File: config.mk
export PLATFORM = sky130hd
export DESIGN_NAME = cluster_bus_wrap
export DESIGN_NICKNAME = d
export VERILOG_FILES = /design/src/source/cluster_bus_pkg.sv /design/src/source/bus_addr_map.sv /design/src/source/bus_resp_route.sv /design/src/source/bus_spill_reg.sv /design/src/source/bus_target_arb.sv /design/src/source/cluster_bus_wrap.sv
export SDC_FILE = /design/constraint.sdc
export NUM_CORES = 1
export LEC_CHECK = 0
export BUFFER_PORTS_ARGS = -buffer_cell sky130_fd_sc_hd__buf_2
export CAP_MARGIN = 20
export CORE_ASPECT_RATIO = 1.5
export CORE_UTILIZATION = 30
export CTS_BUF_LIST = sky130_fd_sc_hd__clkbuf_4
export DETAILED_ROUTE_END_ITERATION = 8
export GPL_TIMING_DRIVEN = 0
export PLACE_DENSITY_LB_ADDON = 0.1
export SYNTH_ARGS = -nofsm -noshare
export SYNTH_HDL_FRONTEND = slang
export SYNTH_HIERARCHICAL = 1
export SYNTH_SLANG_ARGS = --single-unit
File: constraint.sdc
create_clock -name clk_i -period 4.35 [get_ports clk_i]
set_input_delay 0.2175 -clock clk_i [delete_from_list [all_inputs] [get_ports clk_i]]
set_output_delay 0.2175 -clock clk_i [all_outputs]
set_load 0.1 [all_outputs]
File: src/source/cluster_bus_pkg.sv
// cluster bus definitions
package cluster_bus_pkg;

  // datapath widths
  localparam int unsigned ADDR_WIDTH = 32;
  localparam int unsigned DATA_WIDTH = 32;

  // port counts
  localparam int unsigned NB_INITIATORS = 4;
  localparam int unsigned NB_TARGETS    = 3;

  // the initiator index is prepended to the id on the way to a target
  localparam int unsigned INIT_IDX_WIDTH = 2;
  localparam int unsigned ID_IN_WIDTH    = 4;
  localparam int unsigned ID_OUT_WIDTH   = INIT_IDX_WIDTH + ID_IN_WIDTH;

  typedef logic [1:0] tgt_idx_t;

  // target port order
  localparam tgt_idx_t TGT_TCDM   = 2'd0;
  localparam tgt_idx_t TGT_PERIPH = 2'd1;
  localparam tgt_idx_t TGT_EXT    = 2'd2;

  // cluster window, base moves by 4 MiB per cluster id
  localparam logic [ADDR_WIDTH-1:0] CLUSTER_BASE  = 32'h1000_0000;
  localparam int unsigned           CLUSTER_SHIFT = 22;

  // offsets inside the window
  localparam logic [ADDR_WIDTH-1:0] TCDM_SIZE     = 32'h0010_0000;
  localparam logic [ADDR_WIDTH-1:0] PERIPH_OFFSET = 32'h0020_0000;
  localparam logic [ADDR_WIDTH-1:0] CLUSTER_SIZE  = 32'h0040_0000;

  // request beat as seen by a target
  typedef struct packed {
    logic [ADDR_WIDTH-1:0]   addr;
    logic                    we;
    logic [DATA_WIDTH-1:0]   wdata;
    logic [ID_OUT_WIDTH-1:0] id;
  } req_payload_t;

  // response beat as returned by a target
  typedef struct packed {
    logic [DATA_WIDTH-1:0]   rdata;
    logic [ID_OUT_WIDTH-1:0] id;
  } rsp_payload_t;

endpackage

File: src/source/bus_addr_map.sv
// cluster address decoder
module bus_addr_map (
  input  logic [5:0]                                  cluster_id_i,
  input  logic [cluster_bus_pkg::NB_INITIATORS-1:0]   req_valid_i,
  input  logic [cluster_bus_pkg::NB_INITIATORS-1:0]
               [cluster_bus_pkg::ADDR_WIDTH-1:0]      req_addr_i,
  output logic [cluster_bus_pkg::NB_INITIATORS-1:0]   req_ready_o,
  output cluster_bus_pkg::tgt_idx_t
               [cluster_bus_pkg::NB_INITIATORS-1:0]   tgt_idx_o,
  // target-major, so each arbiter takes one row
  output logic [cluster_bus_pkg::NB_TARGETS-1:0]
               [cluster_bus_pkg::NB_INITIATORS-1:0]   tgt_valid_o,
  input  logic [cluster_bus_pkg::NB_TARGETS-1:0]
               [cluster_bus_pkg::NB_INITIATORS-1:0]   tgt_ready_i
);

  import cluster_bus_pkg::*;

  logic [ADDR_WIDTH-1:0]                     cluster_base;
  logic [NB_INITIATORS-1:0][ADDR_WIDTH-1:0]  offset;

  assign cluster_base = CLUSTER_BASE + (ADDR_WIDTH'(cluster_id_i) << CLUSTER_SHIFT);

  always_comb begin
    for (int i = 0; i < NB_INITIATORS; i++) begin
      // addresses below the base wrap to a large offset and fall through to ext
      offset[i] = req_addr_i[i] - cluster_base;

      if (offset[i] < TCDM_SIZE) begin
        tgt_idx_o[i] = TGT_TCDM;
      end else if (offset[i] >= PERIPH_OFFSET && offset[i] < CLUSTER_SIZE) begin
        tgt_idx_o[i] = TGT_PERIPH;
      end else begin
        // the 1 MiB to 2 MiB hole lands here too
        tgt_idx_o[i] = TGT_EXT;
      end

      for (int t = 0; t < NB_TARGETS; t++) begin
        tgt_valid_o[t][i] = req_valid_i[i] && (tgt_idx_o[i] == tgt_idx_t'(t));
      end
    end
  end

  // only the selected arbiter can grant this initiator
  always_comb begin
    for (int i = 0; i < NB_INITIATORS; i++) begin
      req_ready_o[i] = tgt_ready_i[tgt_idx_o[i]][i];
    end
  end

endmodule

File: src/source/bus_resp_route.sv
// response router back to the initiators
module bus_resp_route (
  input  logic                                       clk_i,
  input  logic                                       arst_n_i,
  // target side
  input  logic [cluster_bus_pkg::NB_TARGETS-1:0]     tgt_valid_i,
  output logic [cluster_bus_pkg::NB_TARGETS-1:0]     tgt_ready_o,
  input  logic [cluster_bus_pkg::NB_TARGETS-1:0]
               [cluster_bus_pkg::DATA_WIDTH-1:0]     tgt_rdata_i,
  input  logic [cluster_bus_pkg::NB_TARGETS-1:0]
               [cluster_bus_pkg::ID_OUT_WIDTH-1:0]   tgt_id_i,
  // initiator side
  output logic [cluster_bus_pkg::NB_INITIATORS-1:0]  rsp_valid_o,
  input  logic [cluster_bus_pkg::NB_INITIATORS-1:0]  rsp_ready_i,
  output logic [cluster_bus_pkg::NB_INITIATORS-1:0]
               [cluster_bus_pkg::DATA_WIDTH-1:0]     rsp_rdata_o,
  output logic [cluster_bus_pkg::NB_INITIATORS-1:0]
               [cluster_bus_pkg::ID_IN_WIDTH-1:0]    rsp_id_o
);

  import cluster_bus_pkg::*;

  // per-initiator selection, gathered for the target ready
  logic     [NB_INITIATORS-1:0] sel_found;
  tgt_idx_t [NB_INITIATORS-1:0] sel_idx;
  logic     [NB_INITIATORS-1:0] cut_ready;

  for (genvar i = 0; i < NB_INITIATORS; i++) begin : gen_init
    logic [NB_TARGETS-1:0] match;
    tgt_idx_t              rr_q;
    tgt_idx_t              pick;
    logic                  found;
    rsp_payload_t          cut_in;
    rsp_payload_t          cut_out;

    // a target response belongs here when its upper id bits name this initiator
    for (genvar t = 0; t < NB_TARGETS; t++) begin : gen_match
      assign match[t] = tgt_valid_i[t] &&
                        (tgt_id_i[t][ID_OUT_WIDTH-1 -: INIT_IDX_WIDTH] == INIT_IDX_WIDTH'(i));
    end

    // round robin over three targets, wrap by hand
    always_comb begin
      tgt_idx_t cand;
      found = 1'b0;
      pick  = rr_q;
      cand  = rr_q;
      for (int k = 0; k < NB_TARGETS; k++) begin
        cand = (cand == tgt_idx_t'(NB_TARGETS - 1)) ? '0 : cand + 2'd1;
        if (!found && match[cand]) begin
          found = 1'b1;
          pick  = cand;
        end
      end
    end

    always_ff @(posedge clk_i or negedge arst_n_i) begin
      if (!arst_n_i) begin
        rr_q <= tgt_idx_t'(NB_TARGETS - 1);
      end else if (found && cut_ready[i]) begin
        rr_q <= pick;
      end
    end

    assign cut_in.rdata = tgt_rdata_i[pick];
    assign cut_in.id    = tgt_id_i[pick];

    assign sel_found[i] = found;
    assign sel_idx[i]   = pick;

    bus_spill_reg #(
      .T (rsp_payload_t)
    ) i_rsp_cut (
      .clk_i    (clk_i),
      .arst_n_i (arst_n_i),
      .valid_i  (found),
      .ready_o  (cut_ready[i]),
      .data_i   (cut_in),
      .valid_o  (rsp_valid_o[i]),
      .ready_i  (rsp_ready_i[i]),
      .data_o   (cut_out)
    );

    // drop the initiator index again
    assign rsp_rdata_o[i] = cut_out.rdata;
    assign rsp_id_o[i]    = cut_out.id[ID_IN_WIDTH-1:0];
  end

  // a target sees ready only from the initiator that picked it
  always_comb begin
    tgt_ready_o = '0;
    for (int t = 0; t < NB_TARGETS; t++) begin
      for (int i = 0; i < NB_INITIATORS; i++) begin
        if (sel_found[i] && sel_idx[i] == tgt_idx_t'(t) && cut_ready[i]) begin
          tgt_ready_o[t] = 1'b1;
        end
      end
    end
  end

endmodule

File: src/source/bus_spill_reg.sv
// two-entry cut register
module bus_spill_reg #(
  parameter type T = logic
) (
  input  logic clk_i,
  input  logic arst_n_i,
  input  logic valid_i,
  output logic ready_o,
  input  T     data_i,
  output logic valid_o,
  input  logic ready_i,
  output T     data_o
);

  // storage, written at wr_ptr_q and read at rd_ptr_q
  T           mem_q [2];
  logic       wr_ptr_q;
  logic       rd_ptr_q;
  logic [1:0] cnt_q;
  logic       push;
  logic       pop;

  // both handshake outputs come from registers only
  assign ready_o = (cnt_q != 2'd2);
  assign valid_o = (cnt_q != 2'd0);
  assign data_o  = mem_q[rd_ptr_q];

  assign push = valid_i & ready_o;
  assign pop  = valid_o & ready_i;

  always_ff @(posedge clk_i or negedge arst_n_i) begin
    if (!arst_n_i) begin
      wr_ptr_q <= 1'b0;
      rd_ptr_q <= 1'b0;
      cnt_q    <= 2'd0;
    end else begin
      if (push) begin
        wr_ptr_q <= ~wr_ptr_q;
      end
      if (pop) begin
        rd_ptr_q <= ~rd_ptr_q;
      end
      // simultaneous push and pop leaves the fill level unchanged
      if (push && !pop) begin
        cnt_q <= cnt_q + 2'd1;
      end else if (pop && !push) begin
        cnt_q <= cnt_q - 2'd1;
      end
    end
  end

  always_ff @(posedge clk_i) begin
    if (push) begin
      mem_q[wr_ptr_q] <= data_i;
    end
  end

endmodule

File: src/source/bus_target_arb.sv
// per-target round-robin arbiter
module bus_target_arb (
  input  logic                                       clk_i,
  input  logic                                       arst_n_i,
  // initiator side
  input  logic [cluster_bus_pkg::NB_INITIATORS-1:0]  req_valid_i,
  output logic [cluster_bus_pkg::NB_INITIATORS-1:0]  req_ready_o,
  input  logic [cluster_bus_pkg::NB_INITIATORS-1:0]
               [cluster_bus_pkg::ADDR_WIDTH-1:0]     req_addr_i,
  input  logic [cluster_bus_pkg::NB_INITIATORS-1:0]  req_we_i,
  input  logic [cluster_bus_pkg::NB_INITIATORS-1:0]
               [cluster_bus_pkg::DATA_WIDTH-1:0]     req_wdata_i,
  input  logic [cluster_bus_pkg::NB_INITIATORS-1:0]
               [cluster_bus_pkg::ID_IN_WIDTH-1:0]    req_id_i,
  // target side
  output logic                                       tgt_valid_o,
  input  logic                                       tgt_ready_i,
  output logic [cluster_bus_pkg::ADDR_WIDTH-1:0]     tgt_addr_o,
  output logic                                       tgt_we_o,
  output logic [cluster_bus_pkg::DATA_WIDTH-1:0]     tgt_wdata_o,
  output logic [cluster_bus_pkg::ID_OUT_WIDTH-1:0]   tgt_id_o
);

  import cluster_bus_pkg::*;

  // last winner, the search starts one past it
  logic [INIT_IDX_WIDTH-1:0] rr_q;
  logic [INIT_IDX_WIDTH-1:0] gnt_idx;
  logic                      gnt_found;
  logic                      cut_ready;
  req_payload_t              cut_in;
  req_payload_t              cut_out;

  // index arithmetic wraps because the initiator count is a power of two
  always_comb begin
    logic [INIT_IDX_WIDTH-1:0] cand;
    gnt_found = 1'b0;
    gnt_idx   = rr_q;
    for (int k = 1; k <= NB_INITIATORS; k++) begin
      cand = rr_q + INIT_IDX_WIDTH'(k);
      if (!gnt_found && req_valid_i[cand]) begin
        gnt_found = 1'b1;
        gnt_idx   = cand;
      end
    end
  end

  always_comb begin
    cut_in.addr  = req_addr_i[gnt_idx];
    cut_in.we    = req_we_i[gnt_idx];
    cut_in.wdata = req_wdata_i[gnt_idx];
    cut_in.id    = {gnt_idx, req_id_i[gnt_idx]};
  end

  // grant goes to the winner only
  always_comb begin
    req_ready_o = '0;
    if (gnt_found) begin
      req_ready_o[gnt_idx] = cut_ready;
    end
  end

  always_ff @(posedge clk_i or negedge arst_n_i) begin
    if (!arst_n_i) begin
      rr_q <= INIT_IDX_WIDTH'(NB_INITIATORS - 1);
    end else if (gnt_found && cut_ready) begin
      rr_q <= gnt_idx;
    end
  end

  bus_spill_reg #(
    .T (req_payload_t)
  ) i_req_cut (
    .clk_i    (clk_i),
    .arst_n_i (arst_n_i),
    .valid_i  (gnt_found),
    .ready_o  (cut_ready),
    .data_i   (cut_in),
    .valid_o  (tgt_valid_o),
    .ready_i  (tgt_ready_i),
    .data_o   (cut_out)
  );

  assign tgt_addr_o  = cut_out.addr;
  assign tgt_we_o    = cut_out.we;
  assign tgt_wdata_o = cut_out.wdata;
  assign tgt_id_o    = cut_out.id;

endmodule

File: src/source/cluster_bus_wrap.sv
// cluster bus crossbar top
module cluster_bus_wrap (
  input  logic                                       clk_i,
  input  logic                                       arst_n_i,
  input  logic [5:0]                                 cluster_id_i,

  // initiator requests: ext, dma, core data, core instr
  input  logic [cluster_bus_pkg::NB_INITIATORS-1:0]  init_req_valid_i,
  output logic [cluster_bus_pkg::NB_INITIATORS-1:0]  init_req_ready_o,
  input  logic [cluster_bus_pkg::NB_INITIATORS-1:0]
               [cluster_bus_pkg::ADDR_WIDTH-1:0]     init_req_addr_i,
  input  logic [cluster_bus_pkg::NB_INITIATORS-1:0]  init_req_we_i,
  input  logic [cluster_bus_pkg::NB_INITIATORS-1:0]
               [cluster_bus_pkg::DATA_WIDTH-1:0]     init_req_wdata_i,
  input  logic [cluster_bus_pkg::NB_INITIATORS-1:0]
               [cluster_bus_pkg::ID_IN_WIDTH-1:0]    init_req_id_i,

  // initiator responses
  output logic [cluster_bus_pkg::NB_INITIATORS-1:0]  init_rsp_valid_o,
  input  logic [cluster_bus_pkg::NB_INITIATORS-1:0]  init_rsp_ready_i,
  output logic [cluster_bus_pkg::NB_INITIATORS-1:0]
               [cluster_bus_pkg::DATA_WIDTH-1:0]     init_rsp_rdata_o,
  output logic [cluster_bus_pkg::NB_INITIATORS-1:0]
               [cluster_bus_pkg::ID_IN_WIDTH-1:0]    init_rsp_id_o,

  // target requests: tcdm, periph, ext
  output logic [cluster_bus_pkg::NB_TARGETS-1:0]     tgt_req_valid_o,
  input  logic [cluster_bus_pkg::NB_TARGETS-1:0]     tgt_req_ready_i,
  output logic [cluster_bus_pkg::NB_TARGETS-1:0]
               [cluster_bus_pkg::ADDR_WIDTH-1:0]     tgt_req_addr_o,
  output logic [cluster_bus_pkg::NB_TARGETS-1:0]     tgt_req_we_o,
  output logic [cluster_bus_pkg::NB_TARGETS-1:0]
               [cluster_bus_pkg::DATA_WIDTH-1:0]     tgt_req_wdata_o,
  output logic [cluster_bus_pkg::NB_TARGETS-1:0]
               [cluster_bus_pkg::ID_OUT_WIDTH-1:0]   tgt_req_id_o,

  // target responses
  input  logic [cluster_bus_pkg::NB_TARGETS-1:0]     tgt_rsp_valid_i,
  output logic [cluster_bus_pkg::NB_TARGETS-1:0]     tgt_rsp_ready_o,
  input  logic [cluster_bus_pkg::NB_TARGETS-1:0]
               [cluster_bus_pkg::DATA_WIDTH-1:0]     tgt_rsp_rdata_i,
  input  logic [cluster_bus_pkg::NB_TARGETS-1:0]
               [cluster_bus_pkg::ID_OUT_WIDTH-1:0]   tgt_rsp_id_i
);

  import cluster_bus_pkg::*;

  // decoder result per initiator, also observed by the testbench
  tgt_idx_t [NB_INITIATORS-1:0]                     init_tgt_idx;
  logic     [NB_TARGETS-1:0][NB_INITIATORS-1:0]     dec_valid;
  logic     [NB_TARGETS-1:0][NB_INITIATORS-1:0]     arb_ready;

  bus_addr_map i_addr_map (
    .cluster_id_i (cluster_id_i),
    .req_valid_i  (init_req_valid_i),
    .req_addr_i   (init_req_addr_i),
    .req_ready_o  (init_req_ready_o),
    .tgt_idx_o    (init_tgt_idx),
    .tgt_valid_o  (dec_valid),
    .tgt_ready_i  (arb_ready)
  );

  for (genvar t = 0; t < NB_TARGETS; t++) begin : gen_arb
    bus_target_arb i_target_arb (
      .clk_i       (clk_i),
      .arst_n_i    (arst_n_i),
      .req_valid_i (dec_valid[t]),
      .req_ready_o (arb_ready[t]),
      .req_addr_i  (init_req_addr_i),
      .req_we_i    (init_req_we_i),
      .req_wdata_i (init_req_wdata_i),
      .req_id_i    (init_req_id_i),
      .tgt_valid_o (tgt_req_valid_o[t]),
      .tgt_ready_i (tgt_req_ready_i[t]),
      .tgt_addr_o  (tgt_req_addr_o[t]),
      .tgt_we_o    (tgt_req_we_o[t]),
      .tgt_wdata_o (tgt_req_wdata_o[t]),
      .tgt_id_o    (tgt_req_id_o[t])
    );
  end

  bus_resp_route i_resp_route (
    .clk_i       (clk_i),
    .arst_n_i    (arst_n_i),
    .tgt_valid_i (tgt_rsp_valid_i),
    .tgt_ready_o (tgt_rsp_ready_o),
    .tgt_rdata_i (tgt_rsp_rdata_i),
    .tgt_id_i    (tgt_rsp_id_i),
    .rsp_valid_o (init_rsp_valid_o),
    .rsp_ready_i (init_rsp_ready_i),
    .rsp_rdata_o (init_rsp_rdata_o),
    .rsp_id_o    (init_rsp_id_o)
  );

endmodule

==> results of run 1 <==
-- final timing paths --
| check | startpoint | to | slack [ns] | depth (start not counted) |
|---|---|---|---|---|
| max | cluster_id_i[1] | init_req_ready_o[1] | 0.15 | 16 |
| min | tgt_rsp_rdata_i[92] | i_resp_route/gen_init[1].i_rsp_cut/mem_q[0][34] | 0.16 | 4 |
| max reg2reg | i_resp_route/gen_init[3].rr_q[1] | i_resp_route/gen_init[3].i_rsp_cut/mem_q[0][28] | 0.54 | 9 |
| min reg2reg | gen_arb[1].i_target_arb/rr_q[0] | gen_arb[1].i_target_arb/rr_q[0] | 0.48 | 2 |
| max in group asynchronous | arst_n_i | gen_arb[1].i_target_arb/rr_q[0] | 3.15 | 6 |
| min in group asynchronous | arst_n_i | i_resp_route/gen_init[2].i_rsp_cut/rd_ptr_q | 0.72 | 5 |
-- per-layer routing --
| metal | routed length (um) | global-route usage |
|---|---|---|
| met1 | 72300 | 0.289 |
| met2 | 97800 | 0.480 |
| met3 | 17700 | 0.0980 |
| met4 | 8990 | 0.127 |
| met5 | 211 | 0 |
-- cell usage in the layout, fill, tap and decap left out, types with 15 or more instances in the layout --
cell type / n
dlygate4sd3_1: 1088
nand2_1: 40
buf_6: 21
clkbuf_1: 54
a31oi_1: 40
diode_2: 43
ha_1: 31
clkbuf_4: 303
dfrtp_1: 32
nand2b_1: 21
o221ai_1: 55
buf_4: 51
xnor2_1: 23
nand4_1: 73
mux2_2: 115
clkinv_1: 41
o311ai_0: 17
edfxtp_1: 714
mux2_4: 247
buf_12: 62
o311ai_1: 19
o2111ai_1: 36
xor2_1: 15
nand3_1: 47
inv_1: 104
o221ai_2: 19
buf_2: 826
nor2_1: 30
mux2i_1: 625
o21ai_0: 52
a221o_1: 36
-- state kept, by name, summed over array words and instances (netlist names) --
signal	flops
gen_arb.i_target_arb/i_req_cut/cnt_q	6
gen_arb.i_target_arb/i_req_cut/mem_q	426
gen_arb.i_target_arb/i_req_cut/rd_ptr_q	3
gen_arb.i_target_arb/i_req_cut/wr_ptr_q	3
gen_arb.i_target_arb/rr_q	6
i_resp_route/gen_init.i_rsp_cut/cnt_q	8
i_resp_route/gen_init.i_rsp_cut/mem_q	288
i_resp_route/gen_init.i_rsp_cut/rd_ptr_q	4
i_resp_route/gen_init.i_rsp_cut/wr_ptr_q	4
i_resp_route/gen_init.rr_q	8
-- worst register-to-register path, delay by kind of cell (launching register included) --
kind,cells,cell delay [ns]
and+or+nand+nor,2,0.25
buffers and inverters,5,2.36
DFF,1,0.52
AOI/OAI and AO/OA,2,0.44
-- power breakdown --
| group | internal, mW | switching [mW] | total (mW) |
|---|---|---|---|
| sequential | 10.4 | 0.486 | 10.9 |
| combinational | 7.78 | 20.3 | 28.0 |
| clock | 3.39 | 3.20 | 6.59 |
| total | 21.6 | 23.9 | 45.5 |
-- layout make-up --
cell class              instances  area share
flip-flops and latches        756       0.358
clock inverters                69     0.00670
clock buffers                 294      0.0351
diodes                         43     0.00171
repair buffers               1926       0.249
well taps                    1859      0.0370
plain buffers                 217      0.0334
inverters                     108     0.00650
multi-input cells            1741       0.273
-- through the flow --
| step | setup slack [ns] | std cells | hold slack (ns) |
|---|---|---|---|
| floorplan | 0.0442 | 2825 | -0.0781 |
| global placement | -2.86 | 5466 | 0.467 |
| detailed placement | -0.886 | 5491 | 0.338 |
| CTS | 0.00864 | 6955 | 0.000293 |
| global route | -0.0282 | 6997 | 0.0427 |
| finish | 0.146 | 7013 | 0.164 |
-- timing repair --
item,in CTS,in global routing
endpoints found under the setup margin,4,4
pin swaps,6,3
setup buffers,14,16
hold buffers,1089,0
resized for setup,42,19
endpoints found under the hold margin,881,0
==> flow_summary.yaml, run 1 <==
die:
  die_height_um: 460
  die_x_um: 307
  core_area_sq_um: 138000
  dieArea_sq_um: 141000
  ios: 783
  start_util: 0.303
  num_rows: 167
timing:
  timing.final.crit_period_ns: 4.20
  skew_ns: 0.0689
  slew_headroom: 0.338
  final_hold_viol_count: 0
  fin_crit_sh: 0.966
  finalSetupViolCount: 0
  worst_slew_pin_slew_ns: 0.992
  setup_tns_ns: 0
  fmax_mhz: 238
  final_max_slew_viol_count: 0
global_route:
  overflow: 0
  antenna_found_initial: 54
  grt_util_all_layers: 0.273
  grt_pass1_wl_mm: 272
  grt_max_degree: 39
  grt_pass1_vias: 37600
clock_tree:
  h-tree-depth: 4
  clk_pin_slew_ns: 0.08
  ctsRootBufferMaster: "clkbuf_4"
  numCtsBuffers: 201
  insertion_delay_ns: 1.20
  cts_tree: "built"
  clock_path_buffers: 3
  cts_sinks: 756
layout:
  nets: 5398
  finalInstanceArea_sq_um: 62900
  seqCellArea_sq_um: 22500
  multi_input_area_sq_um: 17200
  fin_util: 0.455
  area_growth_pct: 50.0
  n_fill_cell: 13100
  drive_gt1_frac: 0.348
routing:
  dr.pass1.iters: 5
  routed_wirelength_mm: 197
  routedWlPerCell_um: 28.1
  antenna_left: 0
  drtIter0Drc: 1925
  via_count: 35500
  drcViolationCount: 0
  via_per_inst: 5.06
critical_path:
  start_kind: "input port"
  cp-end-kind: "output pin"
  critical_path.max_stage_delay_ns: 0.59
  cp_top_family: "simple AND/OR/NAND/NOR gates"
  cp.buffers_inverters: 4
  worstPathArrival_ns: 3.99
  critPathRequiredTime_ns: 4.13
  path_cells: "buf_2 > clkinvlp_4 > buf_4 > fa_1 > a211o_1 > nand2_1 > mux2i_1 > a32oi_2 > and2b_2 > and3_2 > or4_1 > nand2_1 > nor3_1 > a22o_1 > a22o_1 > buf_12"
  path_max_fanout: 7
  worst-setup-path-type: "input port to output pin"
  slowest_stage: "or4_1"
flow_run:
  drv_cap: 0
power_and_ir_drop:
  finalPower_mw: 45.5
  power.leakage_nw: 27.0
  p_per_area_nw_per_um2: 724
  peakVddDrop_mv: 0.536
yosys:
  syn_area_sq_um: 41900
  synth_cells: 2825
  syn_avg_cell_area_sq_um: 14.8
  ys_warn_count: 6
  syn-num-nets: 3272
placement:
  place.gp.congestion: 0.952
  place_hpwl_mm: 143
  io_buffers: 782
  place_area_sq_um: 48800
hold_path:
  worstHoldPathType: "input port to flip-flop"
run_status:
  outcome: "complete, no violations"
(Power assumes the default switching activity.)
==> inputs of run 2 (changes only) <==
SETUP_SLACK_MARGIN = 0.4   (was default)
==> flow_summary.yaml, run 2 (synthesized netlist as in run 1, its figures left out) <==
run_status:
  outcome: "complete, no violations"
timing:
  rsz0062_at_grt: "true"
  timing.hold.ws_ns: 0.137
  slew_headroom: 0.180
  fin_crit_sh: 0.912
  fmax_mhz: 252
  worst_slew_pin_slew_ns: 1.23
  final_hold_viol_count: 0
  skew_ns: 0.0620
  final_max_slew_viol_count: 0
  finalSetupViolCount: 0
  setup_slack_ns: 0.381
  timing.final.crit_period_ns: 3.97
layout:
  n_fill_cell: 13100
  top_regs: "gen_arb.i_target_arb/i_req_cut/mem_q (426), i_resp_route/gen_init.i_rsp_cut/mem_q (288)"
  regMostFlops: "gen_arb.i_target_arb/i_req_cut/mem_q"
  largest_reg_flops: 426
  area_growth_pct: 50.9
  drive_gt1_frac: 0.353
  mostFrequentLayoutCell: "dlygate4sd3_1"
  nets: 5418
  final_cell_mix: "1095 x dlygate4sd3_1, 820 x buf_2, 714 x edfxtp_1, 625 x mux2i_1, 275 x clkbuf_4"
global_route:
  overflow: 0
  grt_pass1_wl_mm: 272
  use_met3: 0.0952
  grt_pass1_vias: 37600
  antenna_found_initial: 56
  use_met1: 0.279
  grt_util_all_layers: 0.272
  grt_max_degree: 42
  top_usage_layer: "met2"
  met2_usage: 0.487
critical_path:
  path_max_fanout: 5
  start_kind: "input port"
  critPathRequiredTime_ns: 4.13
  worstPathArrival_ns: 3.75
  worst-setup-path-type: "input port to output pin"
  cp-end-kind: "output pin"
placement:
  place.gp.congestion: 0.943
  io_buffers: 782
  place_hpwl_mm: 141
  place_ws_ns: -0.983
die:
  start_util: 0.303
  dieArea_sq_um: 141000
  die_height_um: 460
  die_x_um: 307
  ios: 783
  core_area_sq_um: 138000
  num_rows: 167
routing:
  via_count: 35400
  via_per_inst: 5.04
  routed_wirelength_mm: 196
  routedWlPerCell_um: 27.9
  drcViolationCount: 0
  drtIter0Drc: 2033
  dr.pass1.iters: 7
  antenna_left: 0
clock_tree:
  cts_sinks: 756
  numCtsBuffers: 202
  clk_pin_slew_ns: 0.06
  cts_tree: "built"
  ctsRootBufferMaster: "clkbuf_4"
  insertion_delay_ns: 1.20
  h-tree-depth: 4
  clock_path_buffers: 3
power_and_ir_drop:
  finalPower_mw: 45.5
  peakVddDrop_mv: 0.574
  p_per_area_nw_per_um2: 719
  power.leakage_nw: 27.1
hold_path:
  worstHoldPathType: "input port to flip-flop"
flow_run:
  drv_cap: 0
## run 2: cell count changes in the layout (fill, tap and decap cells not counted), moves of 8 or more
cell      change
clkbuf_4     -28
buf_4        +10
clkinv_1     +18
inv_1         -8
diode_2       -8
## run 2: worst max-delay path: stages
cell       delay (ns)
buf_6            0.12
ha_4             0.16
inv_4            0.05
fa_2             0.43
or4b_4           0.53
a2111oi_4        0.30
and2b_2          0.26
and3_4           0.24
nand2b_4         0.07
a21oi_4          0.14
a211oi_2         0.05
buf_6            0.15
buf_16           0.13
buf_16           0.14
inv_8            0.06
nor3_2           0.03
a22o_1           0.22
a22o_2           0.25
buf_12           0.17
## run 2: cell type report
type	count	area, sq um	share of cell area
Sequential cell	756	22500	0.356
Multi-Input combinational cell	1741	17400	0.276
Timing Repair Buffer	1942	15800	0.250
Tap cell	1859	2330	0.0368
Buffer	220	2190	0.0346
Clock buffer	267	2000	0.0317
Clock inverter	90	459	0.00726
Inverter	108	444	0.00702
Antenna cell	35	87.6	0.00138
## run 2: timing repair
item / CTS / global route
cloned: 0 / 0
hold endpoints to repair: 882 / 0
resized for setup: 123 / 39
hold buffers: 1096 / 0
setup endpoints to repair: 6 / 148
pin swaps: 29 / 22
buffers inserted: 30 / 12
## run 2: per-stage QoR
| step | cell area, sq um | std cells | util | TNS (ns) |
|---|---|---|---|---|
| after floorplan | 42000 | 2825 | - | 0 |
| after global placement | 48200 | 5466 | 0.349 | -671.10 |
| after detailed placement | 48800 | 5488 | 0.352 | -83.98 |
| after CTS | 62900 | 6971 | 0.455 | 0 |
| after global routing | 63200 | 7008 | 0.457 | 0 |
| final | 63300 | 7018 | 0.457 | 0 |
## run 2: final timing paths
| path | to | slack, ns | from | cells past startpoint |
|---|---|---|---|---|
| max in group asynchronous | gen_arb[1].i_target_arb/rr_q[0] | 3.23 | arst_n_i | 6 |
| hold / removal | gen_arb[0].i_target_arb/i_req_cut/mem_q[0][48] | 0.14 | init_req_addr_i[41] | 4 |
| min in group asynchronous | i_resp_route/gen_init[0].i_rsp_cut/rd_ptr_q | 0.66 | arst_n_i | 5 |
| setup / recovery | init_req_ready_o[0] | 0.38 | cluster_id_i[0] | 19 |
| hold reg to reg | gen_arb[2].i_target_arb/rr_q[0] | 0.49 | gen_arb[2].i_target_arb/rr_q[0] | 2 |
| setup reg to reg | i_resp_route/gen_init[0].i_rsp_cut/mem_q[1][26] | 0.61 | i_resp_route/gen_init[0].rr_q[1] | 8 |
## run 2: per-layer routing
| layer | vias to the layer above | part of all wire |
|---|---|---|
| met4 | 42 | 0.049 |
| met1 | 17600 | 0.35 |
| met3 | 459 | 0.091 |
| li1 | 15700 | - |
| met5 | - | 0.0012 |
| met2 | 1632 | 0.51 |
## run 2: power by group
part	switching [mW]	total, mW	internal [mW]	leakage [nW]
sequential	0.488	10.9	10.4	7.07
clock	3.25	6.30	3.04	1.47
combinational	20.4	28.3	7.95	18.5
total	24.1	45.5	21.4	27.1
